<file path="src/verilog/mem_ctrl_pkg.sv">
////////////////////////////////////////////////////////////////////////////
// Widths, requester codes and request structs shared by every stage
// of the memory-side bus controller
////////////////////////////////////////////////////////////////////////////
package mem_ctrl_pkg;

   // Bus and line geometry
   localparam int BEAT_W         = 32;
   localparam int LINE_W         = 128;
   localparam int LINE_BYTES     = 16;
   localparam int BEATS_PER_LINE = 4;
   localparam int BEAT_CNT_W     = 2;

   // Byte offset in bits 3..0 and line index above it
   localparam int ADDR_W     = 16;
   localparam int OFFSET_W   = 4;
   localparam int RAM_LINES  = 64;
   localparam int LINE_IDX_W = 6;

   // Cycles from the read slot filling to the memory enable
   localparam int MEM_DELAY = 3;

   // One-hot requester code
   typedef logic [2:0] src_t;
   localparam src_t SRC_IC  = 3'b001;
   localparam src_t SRC_DC  = 3'b010;
   localparam src_t SRC_DMA = 3'b100;

   // 0..4 select 1, 2, 4, 8, 16 bytes; larger codes act as 16
   typedef logic [2:0] wr_len_t;

   typedef struct packed {
      logic [ADDR_W-1:0] addr;
      logic              rw;
      wr_len_t           wr_len;
      src_t              src;
   } bus_req_t;

   // Write beats sit low word first in data
   typedef struct packed {
      bus_req_t          req;
      logic [LINE_W-1:0] data;
   } mem_req_t;

endpackage
</file>
<file path="src/verilog/bus_return_stage.sv">
////////////////////////////////////////////////////////////////////////////
// Read return stage that requests the bus, waits for the grant and sends
// the line in beats
////////////////////////////////////////////////////////////////////////////
`timescale 1ns/1ps

module bus_return_stage (
   input  logic                             bus_clk,
   input  logic                             rst,
   input  logic                             line_ready,
   input  logic [mem_ctrl_pkg::LINE_W-1:0]  line_data,
   input  mem_ctrl_pkg::mem_req_t           rd_slot,
   input  logic                             bus_grant,
   output logic                             bus_br,
   output logic                             resp_valid,
   output logic [mem_ctrl_pkg::BEAT_W-1:0]  bus_data_out,
   output logic                             dest_ic,
   output logic                             dest_dc,
   output logic                             dest_dma,
   output logic                             rd_done
);

   typedef enum logic [1:0] {
      RT_IDLE,
      RT_REQ,
      RT_SEND
   } rt_state_t;

   rt_state_t                            state;
   logic [mem_ctrl_pkg::BEAT_CNT_W-1:0]  beat_cnt;
   logic [mem_ctrl_pkg::LINE_W-1:0]      line_q;
   logic                                 last_beat;

   assign last_beat = (beat_cnt == mem_ctrl_pkg::BEAT_CNT_W'(mem_ctrl_pkg::BEATS_PER_LINE - 1));

   always_ff @(posedge bus_clk)
   begin
      if (rst)
      begin
         state    <= RT_IDLE;
         beat_cnt <= '0;
      end
      else
      begin
         case (state)
            RT_IDLE:
               if (line_ready)
                  state <= RT_REQ;
            RT_REQ:
               if (bus_grant)
               begin
                  state    <= RT_SEND;
                  beat_cnt <= '0;
               end
            RT_SEND:
            begin
               beat_cnt <= beat_cnt + 1'b1;
               if (last_beat)
                  state <= RT_IDLE;
            end
            default:
               state <= RT_IDLE;
         endcase
      end
   end

   // Line shifts down one beat per send cycle so the low word goes first
   always_ff @(posedge bus_clk)
   begin
      if (line_ready)
         line_q <= line_data;
      else if (state == RT_SEND)
         line_q <= line_q >> mem_ctrl_pkg::BEAT_W;
   end

   assign bus_br       = (state == RT_REQ);
   assign resp_valid   = (state == RT_SEND);
   assign bus_data_out = line_q[mem_ctrl_pkg::BEAT_W-1:0];
   assign rd_done      = resp_valid && last_beat;

   // Destination follows the source of the read in the slot
   assign dest_ic  = resp_valid && |(rd_slot.req.src & mem_ctrl_pkg::SRC_IC);
   assign dest_dc  = resp_valid && |(rd_slot.req.src & mem_ctrl_pkg::SRC_DC);
   assign dest_dma = resp_valid && |(rd_slot.req.src & mem_ctrl_pkg::SRC_DMA);

endmodule

</file>
<file path="config.mk">
export PLATFORM = sky130hd
export DESIGN_NAME = bus_return_stage
export DESIGN_NICKNAME = d
export VERILOG_FILES = /design/src/verilog/mem_ctrl_pkg.sv /design/src/verilog/bus_return_stage.sv
export SDC_FILE = /design/constraint.sdc
export NUM_CORES = 1
export LEC_CHECK = 0
export BUFFER_PORTS_ARGS = -buffer_cell sky130_fd_sc_hd__buf_2
export CELL_PAD_IN_SITES_DETAIL_PLACEMENT = 2
export CELL_PAD_IN_SITES_GLOBAL_PLACEMENT = 2
export CORE_MARGIN = 5
export CORE_UTILIZATION = 30
export DETAILED_ROUTE_END_ITERATION = 12
export HOLD_SLACK_MARGIN = 0.08
export PLACE_DENSITY_LB_ADDON = 0.15
export SYNTH_ARGS = -nofsm -noshare
export SYNTH_HDL_FRONTEND = slang
export SYNTH_SLANG_ARGS = --single-unit
</file>
<file path="constraint.sdc">
create_clock -name bus_clk -period 6.1 [get_ports bus_clk]
set_input_delay 0.61 -clock bus_clk [delete_from_list [all_inputs] [get_ports bus_clk]]
set_output_delay 0.61 -clock bus_clk [all_outputs]
set_load 0.01 [all_outputs]
</file>
==> results of run 1 <==
[critical path: stages (launching register included)]
cell and delay, ns:
dfxtp_1 0.41, nor2b_1 0.55, or2_4 0.30, buf_4 0.64
[per-layer routing]
metal	GRT usage, %	part of all wire (%)	wire length [um]
met1	12.53	38	4597
met5	0	0.23	28
met4	4.753	1.9	223
met2	19.43	53	6317
met3	4.568	7.1	852
[cell usage after synthesis, drive strengths merged]
cell	n	share of area, %
nand2	1	0.066
o21bai	1	0.13
mux2	96	19
mux2i	1	0.18
and2	36	4.0
xnor2	1	0.15
a2111oi	1	0.26
buf	44	6.1
dfxtp	4	1.4
a2bb2oi	1	0.15
nor2b	2	0.22
or2	1	0.11
inv	1	0.066
ha	1	0.22
clkbuf	3	0.20
nor2	4	0.26
edfxtp	128	68
[through the flow]
stage          instances  setup WS [ns]  util [%]  hold WS, ns
6_report             720          3.751     38.03       0.3987
2_1_floorplan        326          3.162         -       0.4595
3_3_place_gp         688          3.420     34.83       0.4746
4_1_cts              720          3.695     38.03       0.3737
5_1_grt              720          3.566     38.03       0.3905
3_5_place_dp         688          3.371     34.83       0.5043
[flip-flops by register name, summed over array words and instances (netlist names)]
name / cells
beat_cnt: 2
line_q: 128
state: 2
[cell usage in the layout (no fill, tap or decap)]
cell        Yosys  final
nand2_1         1      1
edfxtp_1      128    128
or2_4           0      1
mux2i_1         1      1
clkbuf_1        3      3
o21bai_1        1      1
clkbuf_16       0     17
clkinv_1        0      5
dfxtp_1         4      4
nor2_1          4      4
buf_4          34      4
clkinvlp_4      0      3
nor2b_1         2      2
bufinv_16       0      4
buf_2           3    171
xnor2_1         1      1
a2111oi_2       1      1
ha_1            1      1
mux2_2         96     96
inv_1           1      1
and2_1         36     36
a2bb2oi_1       1      1
[area by class of cell]
| type | count | area, um^2 |
|---|---|---|
| Clock buffer | 20 | 436.7 |
| Clock inverter | 12 | 161.4 |
| Fill cell | 1855 | 11590 |
| Inverter | 1 | 3.754 |
| Multi-Input combinational cell | 146 | 1409 |
| Sequential cell | 132 | 3924 |
| Tap cell | 234 | 292.8 |
| Timing Repair Buffer | 175 | 885.9 |
[cells by family after synthesis]
group,Yosys count,synth area share [%]
fa+ha+maj,1,0.2197
mux,97,19.16
simple gates,44,4.614
xor+xnor,1,0.1538
flops,132,68.91
buf+inv,48,6.394
compound gates,3,0.5493
[worst paths after layout]
kind | startpoint | end | slack, ns | cells after the start
worst max-delay path | state[1] | line_q[68] | 3.75 | 3
worst max register to register | state[1] | line_q[68] | 3.75 | 3
worst min register to register | state[1] | state[0] | 0.51 | 1
worst min-delay path | rst | state[1] | 0.40 | 2
[power groups by stage]
stage | sequential (uW) | clock, uW | combinational [uW]
3_5_place_dp | 1130 | 0 | 199
5_1_grt | 1120 | 1130 | 216
2_1_floorplan | 1130 | 0 | 143
4_1_cts | 1110 | 1080 | 202
6_report | 1110 | 1050 | 195
3_3_place_gp | 1130 | 0 | 194
==> qor.txt, run 1 <==
Sink Count -> 132
crit start category -> register
max-slew violation count -> 0
Worst-Margin Slew -> 0.8141 ns
Sw Share -> 20.34%
chip height -> 147.8 um
initial antenna violation count -> 3
DR iter-0 viols -> 165
fmax -> 425.8 MHz
Post-CTS Hold Buffers -> 0
Die Area -> 0.02184 mm^2
antenna cells -> 0
Netlist cell types -> 19
Gate power share -> 8.3%
minimum clock period -> 2.349 ns
PortBufs -> 172
PostCTS Resize Cnt -> 0
Pwr Density -> 330.6 mW/mm^2
largest net degree at the start of global routing -> 69
Critical Path Fanout Max -> 62
Final Skew -> 0.007856 ns
period utilisation layout -> 38.50%
outcome -> finished, final reports clean
total power -> 2352 uW
Seq/Total Area, Yosys -> 68.91%
critical path endpoint category -> register
final net count -> 757
post-CTS setup buffers -> 0
Layout area overhead -> 24.92%
Mean Syn Cell Area -> 17.47 um^2
Horiz. Die Dim -> 147.8 um
I/O pins -> 321
initial core utilization -> 30.44%
row count -> 50
CTS Root Cell -> clkbuf_16
post-synthesis cell count -> 326
synth warn -> 0
first-pass GRT wire length -> 19000 um
min-delay worst type -> in2reg
total congestion overflow -> 0
Pleak -> 0.002812 uW
fraction of layout cells with a size suffix above 1 -> 61.11%
Final setup viols -> 0
post-DR vias/cell -> 4.343
Sequential Power Share -> 47.2%
#FFs+latches synth -> 132
Worst-Skew Late Latency -> 0.41 ns
CTS Buf Count -> 17
switching power -> 478.3 uW
Antenna Nets Post-Route -> 0
DR WL/cell -> 16.69 um
TritonRoute pass-1 iters -> 4
Mapped Nets -> 610
global placement routability congestion -> 0.7080
core area -> 0.01871 mm^2
crit path kind -> reg2reg
Final Hold Viols -> 0
Pint -> 1874 uW
VDD IR max -> 0.1829 mV
Setup TNS -> 0 ns
WL final -> 12020 um
relative slew slack -> 45.73%
TritonCTS clock tree -> built
Crit path required time -> 6.13 ns
Cell Area, Synth -> 0.005694 mm^2
area post-placement -> 0.006515 mm^2
max_cap viols -> 0
Finished Cell Area -> 0.007113 mm^2
clk slew on worst S/H paths -> 0.06 ns
gr usage total -> 11.35%
clock power share -> 44.5%
DR vias -> 3127
detailed placement HPWL -> 8408 um
crit path DAT -> 2.38 ns
Max Buffers Root-to-Sink -> 2
RSZ-0062 raised after global routing -> false
vias in the first global route -> 3527
DRC Markers -> 0
H-tree depth -> 4
No activity file was read; power rests on OpenSTA's default activity.
==> run 2, diff against run 1 <==
--- a/config.mk
+++ b/config.mk
@@ -9,7 +9,7 @@
 export CELL_PAD_IN_SITES_DETAIL_PLACEMENT = 2
 export CELL_PAD_IN_SITES_GLOBAL_PLACEMENT = 2
 export CORE_MARGIN = 5
-export CORE_UTILIZATION = 30
+export CORE_UTILIZATION = 28
 export DETAILED_ROUTE_END_ITERATION = 12
 export HOLD_SLACK_MARGIN = 0.08
 export PLACE_DENSITY_LB_ADDON = 0.15
==> constraint.sdc (replaced) <==
create_clock -name bus_clk -period 2.2 [get_ports bus_clk]
set_input_delay 0.22 -clock bus_clk [delete_from_list [all_inputs] [get_ports bus_clk]]
set_output_delay 0.22 -clock bus_clk [all_outputs]
set_load 0.01 [all_outputs]
==> run 2 against run 1 <==
- hold slack worse by 0.29 ns
- core utilization down 1.1 points
- critical path type is now reg2out
- sequential power rose to 2.8 times the previous value
- register-to-register slack worse by 3.1 ns
- largest power group unchanged
==> qor.txt, run 2 (synthesis results as in run 1) <==
H-tree depth -> 4 (unchanged)
most frequent cells in the layout -> 171 x buf_2, 128 x edfxtp_1, 96 x mux2_2
max-slew violation count -> 0 (unchanged)
CTS Buf Count -> 17 (unchanged)
crit path kind -> reg2out
core area -> 0.02010 mm^2 (+7.5%)
min-delay worst type -> in2reg
Crit path required time -> 1.98 ns (-4.15 ns)
post-DR vias/cell -> 4.078 (-6.1%)
area post-placement -> 0.006633 mm^2 (+1.8%)
Setup TNS -> 0 ns (unchanged)
biggest regs -> line_q x128, beat_cnt x2, state x2
TritonRoute pass-1 iters -> 4 (unchanged)
PostCTS Resize Cnt -> 0 (unchanged)
total congestion overflow -> 0 (unchanged)
fillers -> 2036 (+9.8%)
CTS Root Cell -> clkbuf_16
RSZ-0062 raised after global routing -> false
clk slew on worst S/H paths -> 0.06 ns (about the same)
chip height -> 152.6 um (+3.3%)
Horiz. Die Dim -> 152.6 um (+3.3%)
I/O pins -> 321 (unchanged)
global placement routability congestion -> 0.6981 (-1.4%)
number of flip-flops under the largest register name -> 128 (unchanged)
DR iter-0 viols -> 137 (-17%)
DR vias -> 3185 (+1.9%)
Max Buffers Root-to-Sink -> 2 (unchanged)
first-pass GRT wire length -> 19500 um (+2.7%)
largest net degree at the start of global routing -> 71 (+2.9%)
detailed placement HPWL -> 8606 um (+2.4%)
Pleak -> 0.002938 uW (+4.5%)
Worst-Skew Late Latency -> 0.41 ns (about the same)
TritonCTS clock tree -> built
Setup WS pre-CTS -> 0.6752 ns (-2.696 ns)
Finished Cell Area -> 0.007430 mm^2 (+4.5%)
Final Skew -> 0.007887 ns (+0.00003112 ns)
Antenna Nets Post-Route -> 0 (unchanged)
Sink Count -> 132 (unchanged)
outcome -> finished, final reports clean
max_cap viols -> 0 (unchanged)
DR WL/cell -> 15.60 um (-6.6%)
Critical Path Fanout Max -> 8 (-87%)
worst hold start -> line_data[120]
period utilisation layout -> 76.54%
final net count -> 780 (+3.0%)
PortBufs -> 172 (unchanged)
Die Area -> 0.02329 mm^2 (+6.7%)
Pwr Density -> 873.1 mW/mm^2 (+160%)
crit path from -> state[1]
WL final -> 12180 um (+1.3%)
Final setup viols -> 0 (unchanged)
fmax -> 593.9 MHz
relative slew slack -> 73.79% (+28 points)
final setup margin -> 0.5162 ns (-3.235 ns)
crit path DAT -> 1.46 ns (-0.92 ns)
DRC Markers -> 0 (unchanged)
crit start category -> register
Layout area overhead -> 30.48%
vias in the first global route -> 3682 (+4.4%)
commonest non-fill, non-tap cell in the layout -> buf_2
Worst-Margin Slew -> 0.3932 ns (-0.4209 ns)
initial antenna violation count -> 2 (-1)
minimum clock period -> 1.684 ns
row count -> 52 (+4.0%)
VDD IR max -> 0.4723 mV (+160%)
gr usage total -> 10.74% (-0.60 points)
Final Hold Viols -> 0 (unchanged)
initial core utilization -> 28.32% (-2.1 points)
R2R Path Start -> state[1]
Reg with most FFs -> line_q
fraction of layout cells with a size suffix above 1 -> 59.92% (-1.2 points)
critical path endpoint category -> output pin
-- run 2: cell count changes in the layout (fill, tap and decap cells not counted), sizes merged --
cell and delta:
bufinv -1, inv +1, clkbuf -1, diode +2
buf +3, clkinv +2, dlygate4sd3 +20, clkinvlp -1
-- run 2: worst paths after layout --
| check | end | slack (ns) | cells past startpoint |
|---|---|---|---|
| max reg2reg | line_q[98] | 0.68 | 3 |
| max | dest_dma | 0.52 | 4 |
| min | line_q[120] | 0.10 | 2 |
| min reg2reg | beat_cnt[1] | 0.53 | 2 |
-- run 2: through the flow --
step	instances	hold WS [ns]	utilization, %	total power [uW]
after floorplan	326	0.2924	-	3514
after global placement	727	0.4215	32.99	3680
after detailed placement	727	0.4464	32.99	3709
after CTS	779	0.08139	36.93	6604
after global routing	780	0.08419	36.94	6783
final	781	0.1048	36.96	6487
-- run 2: critical path: stages, from the launching register on --
cell	delay (ns)
dfxtp_1	0.41
nor2b_1	0.20
buf_4	0.18
and2_1	0.13
buf_2	0.13
-- run 2: area by class of cell --
cell class / instances / area (um^2) / area share [%]
Sequential cell: 132 / 3924 / 52.81
Multi-Input combinational cell: 146 / 1409 / 18.96
Timing Repair Buffer: 198 / 1159 / 15.59
Clock buffer: 19 / 432.9 / 5.827
Tap cell: 270 / 337.8 / 4.547
Clock inverter: 13 / 158.9 / 2.139
Antenna cell: 2 / 5.005 / 0.06736
Inverter: 1 / 3.754 / 0.05052
-- run 2: per-layer routing --
metal  up-vias  global-route usage (%)  routed length [um]  part of all wire [%]
met5         -                       0                  13                  0.11
met4         2                   4.964                 269                   2.2
met3        20                   3.919                 709                   5.8
met2        91                   18.69                6535                    54
met1      1545                   11.67                4654                    38
li1       1527                       -                   -                     -
-- run 2: what timing repair did --
| action | CTS | global route |
|---|---|---|
| hold buffers | 20 | 0 |
| hold endpoints to repair | 20 | 0 |
| buffers inserted | 0 | 0 |
-- run 2: power by group --
group	leakage, uW	switching, uW	internal [uW]
sequential	0.00131	51.9	3030
clock	0.000285	1040	1780
combinational	0.00134	260	330
total	0.00294	1350	5130
==> run 3, diff against run 2 <==
--- a/config.mk
+++ b/config.mk
@@ -5,11 +5,12 @@
 export SDC_FILE = /design/constraint.sdc
 export NUM_CORES = 1
 export LEC_CHECK = 0
+export ABC_AREA = 1
 export BUFFER_PORTS_ARGS = -buffer_cell sky130_fd_sc_hd__buf_2
 export CELL_PAD_IN_SITES_DETAIL_PLACEMENT = 2
 export CELL_PAD_IN_SITES_GLOBAL_PLACEMENT = 2
 export CORE_MARGIN = 5
-export CORE_UTILIZATION = 28
+export CORE_UTILIZATION = 25
 export DETAILED_ROUTE_END_ITERATION = 12
 export HOLD_SLACK_MARGIN = 0.08
 export PLACE_DENSITY_LB_ADDON = 0.15
==> constraint.sdc (replaced) <==
create_clock -name bus_clk -period 1.7 [get_ports bus_clk]
set_input_delay 0.17 -clock bus_clk [delete_from_list [all_inputs] [get_ports bus_clk]]
set_output_delay 0.17 -clock bus_clk [all_outputs]
set_load 0.01 [all_outputs]
==> run 3 against run 2 <==
- sequential power increased by 29%
- largest power group unchanged
- via count increased by 47%
- combinational power increased by 73%
- highest routed layer is now met4
- final cell count increased by 46%
- synthesized area increased by 0.73%
==> qor.txt, run 3 <==
outcome -> finished, final reports clean
RSZ-0062 raised after global routing -> false
Max Buffers Root-to-Sink -> 2 (unchanged)
Fin Hold WS -> 0.1278 ns (+0.02294 ns)
area post-placement -> 0.006783 mm^2 (+2.3%)
post-synthesis cell count -> 569 (+75%)
most frequent cells in the layout -> 324 x nand2_1, 171 x buf_2, 128 x edfxtp_1
first-pass GRT wire length -> 27170 um (+39%)
DR iter-0 viols -> 149 (+8.8%)
crit path DAT -> 1.37 ns (-0.09 ns)
post-CTS setup buffers -> 0 (unchanged)
post-synth top area cell -> edfxtp_1
Pleak -> 0.004163 uW (+42%)
largest cells by area after synthesis -> edfxtp_1 67%, nand2_1 21%, buf_4 4.6%, inv_1 2.6%, dfxtp_1 1.4%
multiplexer share of the synthesized area -> 0% (-19 points)
DR WL/cell -> 14.71 um (-5.7%)
crit path from -> state[0]
number of flip-flops under the largest register name -> 128 (unchanged)
R2R Path Start -> state[0]
count leader, synth -> nand2_1
Setup TNS -> 0 ns (unchanged)
R2R Setup Slk -> 0.40 ns (-0.28 ns)
core area -> 0.02264 mm^2 (+13%)
H-tree depth -> 4 (unchanged)
relative slew slack -> 61.71% (-12 points)
DR vias -> 4675 (+47%)
prevailing post-synth register cell -> edfxtp_1
WL final -> 16770 um (+38%)
antenna cells -> 0 (-2)
Finished Cell Area -> 0.008671 mm^2 (+17%)
Netlist cell types -> 13 (-6)
Die Area -> 0.02607 mm^2 (+12%)
CTS Root Cell -> clkbuf_16
Worst-Margin Slew -> 0.5744 ns (+0.1812 ns)
Final setup viols -> 0 (unchanged)
chip height -> 161.5 um (+5.8%)
post-synthesis xor/xnor area fraction -> 0% (-0.15 points)
row count -> 55 (+5.8%)
Post-Synth Adder-Cell Area -> 0.2182% (-0.0016 points)
Simple-Gate Fraction of Synth Area -> 21.99% (+17 points)
reg2reg path depth -> 4 (+1)
global placement routability congestion -> 0.7416 (+6.2%)
Pwr Density -> 1023 mW/mm^2 (+17%)
#FFs+latches synth -> 132 (unchanged)
period utilisation layout -> 90.85%
Final Skew -> 0.006216 ns (-0.001671 ns)
final net count -> 1126 (+44%)
vias in the first global route -> 5481 (+49%)
Seq/Total Area, Yosys -> 68.41% (-0.50 points)
CP endpoint -> dest_dc
initial core utilization -> 25.33% (-3.0 points)
clk slew on worst S/H paths -> 0.06 ns (about the same)
Worst-Skew Late Latency -> 0.41 ns (about the same)
TritonRoute pass-1 iters -> 4 (unchanged)
initial antenna violation count -> 0 (-2)
Post-synth top cells -> 326 x nand2_1, 128 x edfxtp_1, 39 x inv_1
worst r2r dst -> line_q[98]
Mapped Nets -> 853 (+40%)
total power -> 8868 uW (+37%)
main combinational cell family by area after synthesis -> simple AND/OR/NAND/NOR gates
PortBufs -> 172 (unchanged)
min-delay worst type -> in2reg
VDD IR max -> 0.4821 mV (+2.1%)
Post-synth EDFFs -> 128 (unchanged)
fraction of layout cells with a size suffix above 1 -> 24.91% (-35 points)
crit start category -> register
post-DR vias/cell -> 4.101 (+0.56%)
Sink Count -> 132 (unchanged)
total congestion overflow -> 0 (unchanged)
Reg with most FFs -> line_q
Async SR Flop Fraction -> 0% (unchanged)
DRC Markers -> 0 (unchanged)
Layout area overhead -> 51.18%
final core utilization -> 38.30% (+1.3 points)
gr usage total -> 13.20% (+2.5 points)
Antenna Nets Post-Route -> 0 (unchanged)
I/O pins -> 321 (unchanged)
CTS Buf Count -> 17 (unchanged)
Horiz. Die Dim -> 161.5 um (+5.8%)
max-slew violation count -> 0 (unchanged)
detailed placement HPWL -> 10800 um (+25%)
Compound-Gate Fraction of Synth Area -> 0.4799% (-0.069 points)
fmax -> 647.5 MHz
TritonCTS clock tree -> built
critical path endpoint category -> output pin
share of the synthesized area in the top cell type -> 67.02% (-0.49 points)
Mean Syn Cell Area -> 10.08 um^2 (-42%)
Critical Path Fanout Max -> 6 (-2)
Cell Area, Synth -> 0.005736 mm^2 (+0.73%)
Final Hold Viols -> 0 (unchanged)
synth warn -> 0 (unchanged)
biggest regs -> line_q x128, beat_cnt x2, state x2
minimum clock period -> 1.544 ns
largest net degree at the start of global routing -> 130 (+83%)
crit path kind -> reg2out
commonest non-fill, non-tap cell in the layout -> nand2_1
Crit path required time -> 1.53 ns (-0.45 ns)
max_cap viols -> 0 (unchanged)
## run 3: cell type report
cell class                 count  area, um^2
inverter                      40       151.4
tap                          285       356.6
sequential                   132        3924
fill                        2427       13970
clock buffer                  19       432.9
multi-input combinational    341        1320
clock inverter                13       181.4
timing repair buffer         310        2305
## run 3: cell families after synthesis
| kind of cell | count (synthesis) |
|---|---|
| flops | 132 |
| compound gates | 5 |
| fa+ha+maj | 1 |
| simple gates | 335 |
| buf+inv | 96 |
## run 3: worst min-delay path by stage
stage,cells past startpoint,to,from
final,3,line_q[69],line_data[69]
after global routing,3,line_q[68],line_data[68]
after CTS,3,line_q[51],line_data[51]
after detailed placement,2,beat_cnt[1],rst
after global placement,2,state[0],rst
after floorplan,1,beat_cnt[1],rst
## run 3: per-stage QoR
stage / cells / worst slack [ns]
2_1_floorplan: 569 / 0.1644
3_3_place_gp: 981 / 0.3426
3_5_place_dp: 981 / 0.3239
4_1_cts: 1140 / 0.02658
5_1_grt: 1140 / 0.03183
6_report: 1140 / 0.1555
## run 3: metal layers
metal	GRT usage, %	part of all wire [%]	vias to the layer above	wire length (um)
met4	4.886	1.9	0	324
met5	0	0	-	0
met3	2.832	3.6	23	610
met1	15.05	42	2225	6979
li1	-	-	2318	-
met2	24.19	53	109	8851
## run 3: where the power goes
group | internal (uW) | total, uW | switching, uW | leakage, uW
Combinational | 505 | 1020 | 520 | 0.00255
Clock | 2450 | 3860 | 1410 | 0.000291
Sequential | 3910 | 3980 | 72.5 | 0.00132
Total | 6870 | 8870 | 2000 | 0.00416
## run 3: what timing repair did
item / CTS / global route
hold buffers: 127 / 0
endpoints found under the hold margin: 129 / 0
resized for setup: 0 / 1
endpoints found under the setup margin: 0 / 1
## run 3: critical path: stages, from the launching register on
cell	delay, ns
dfxtp_1	0.33
inv_1	0.10
nand2_2	0.11
buf_4	0.18
nor2_1	0.10
buf_2	0.14
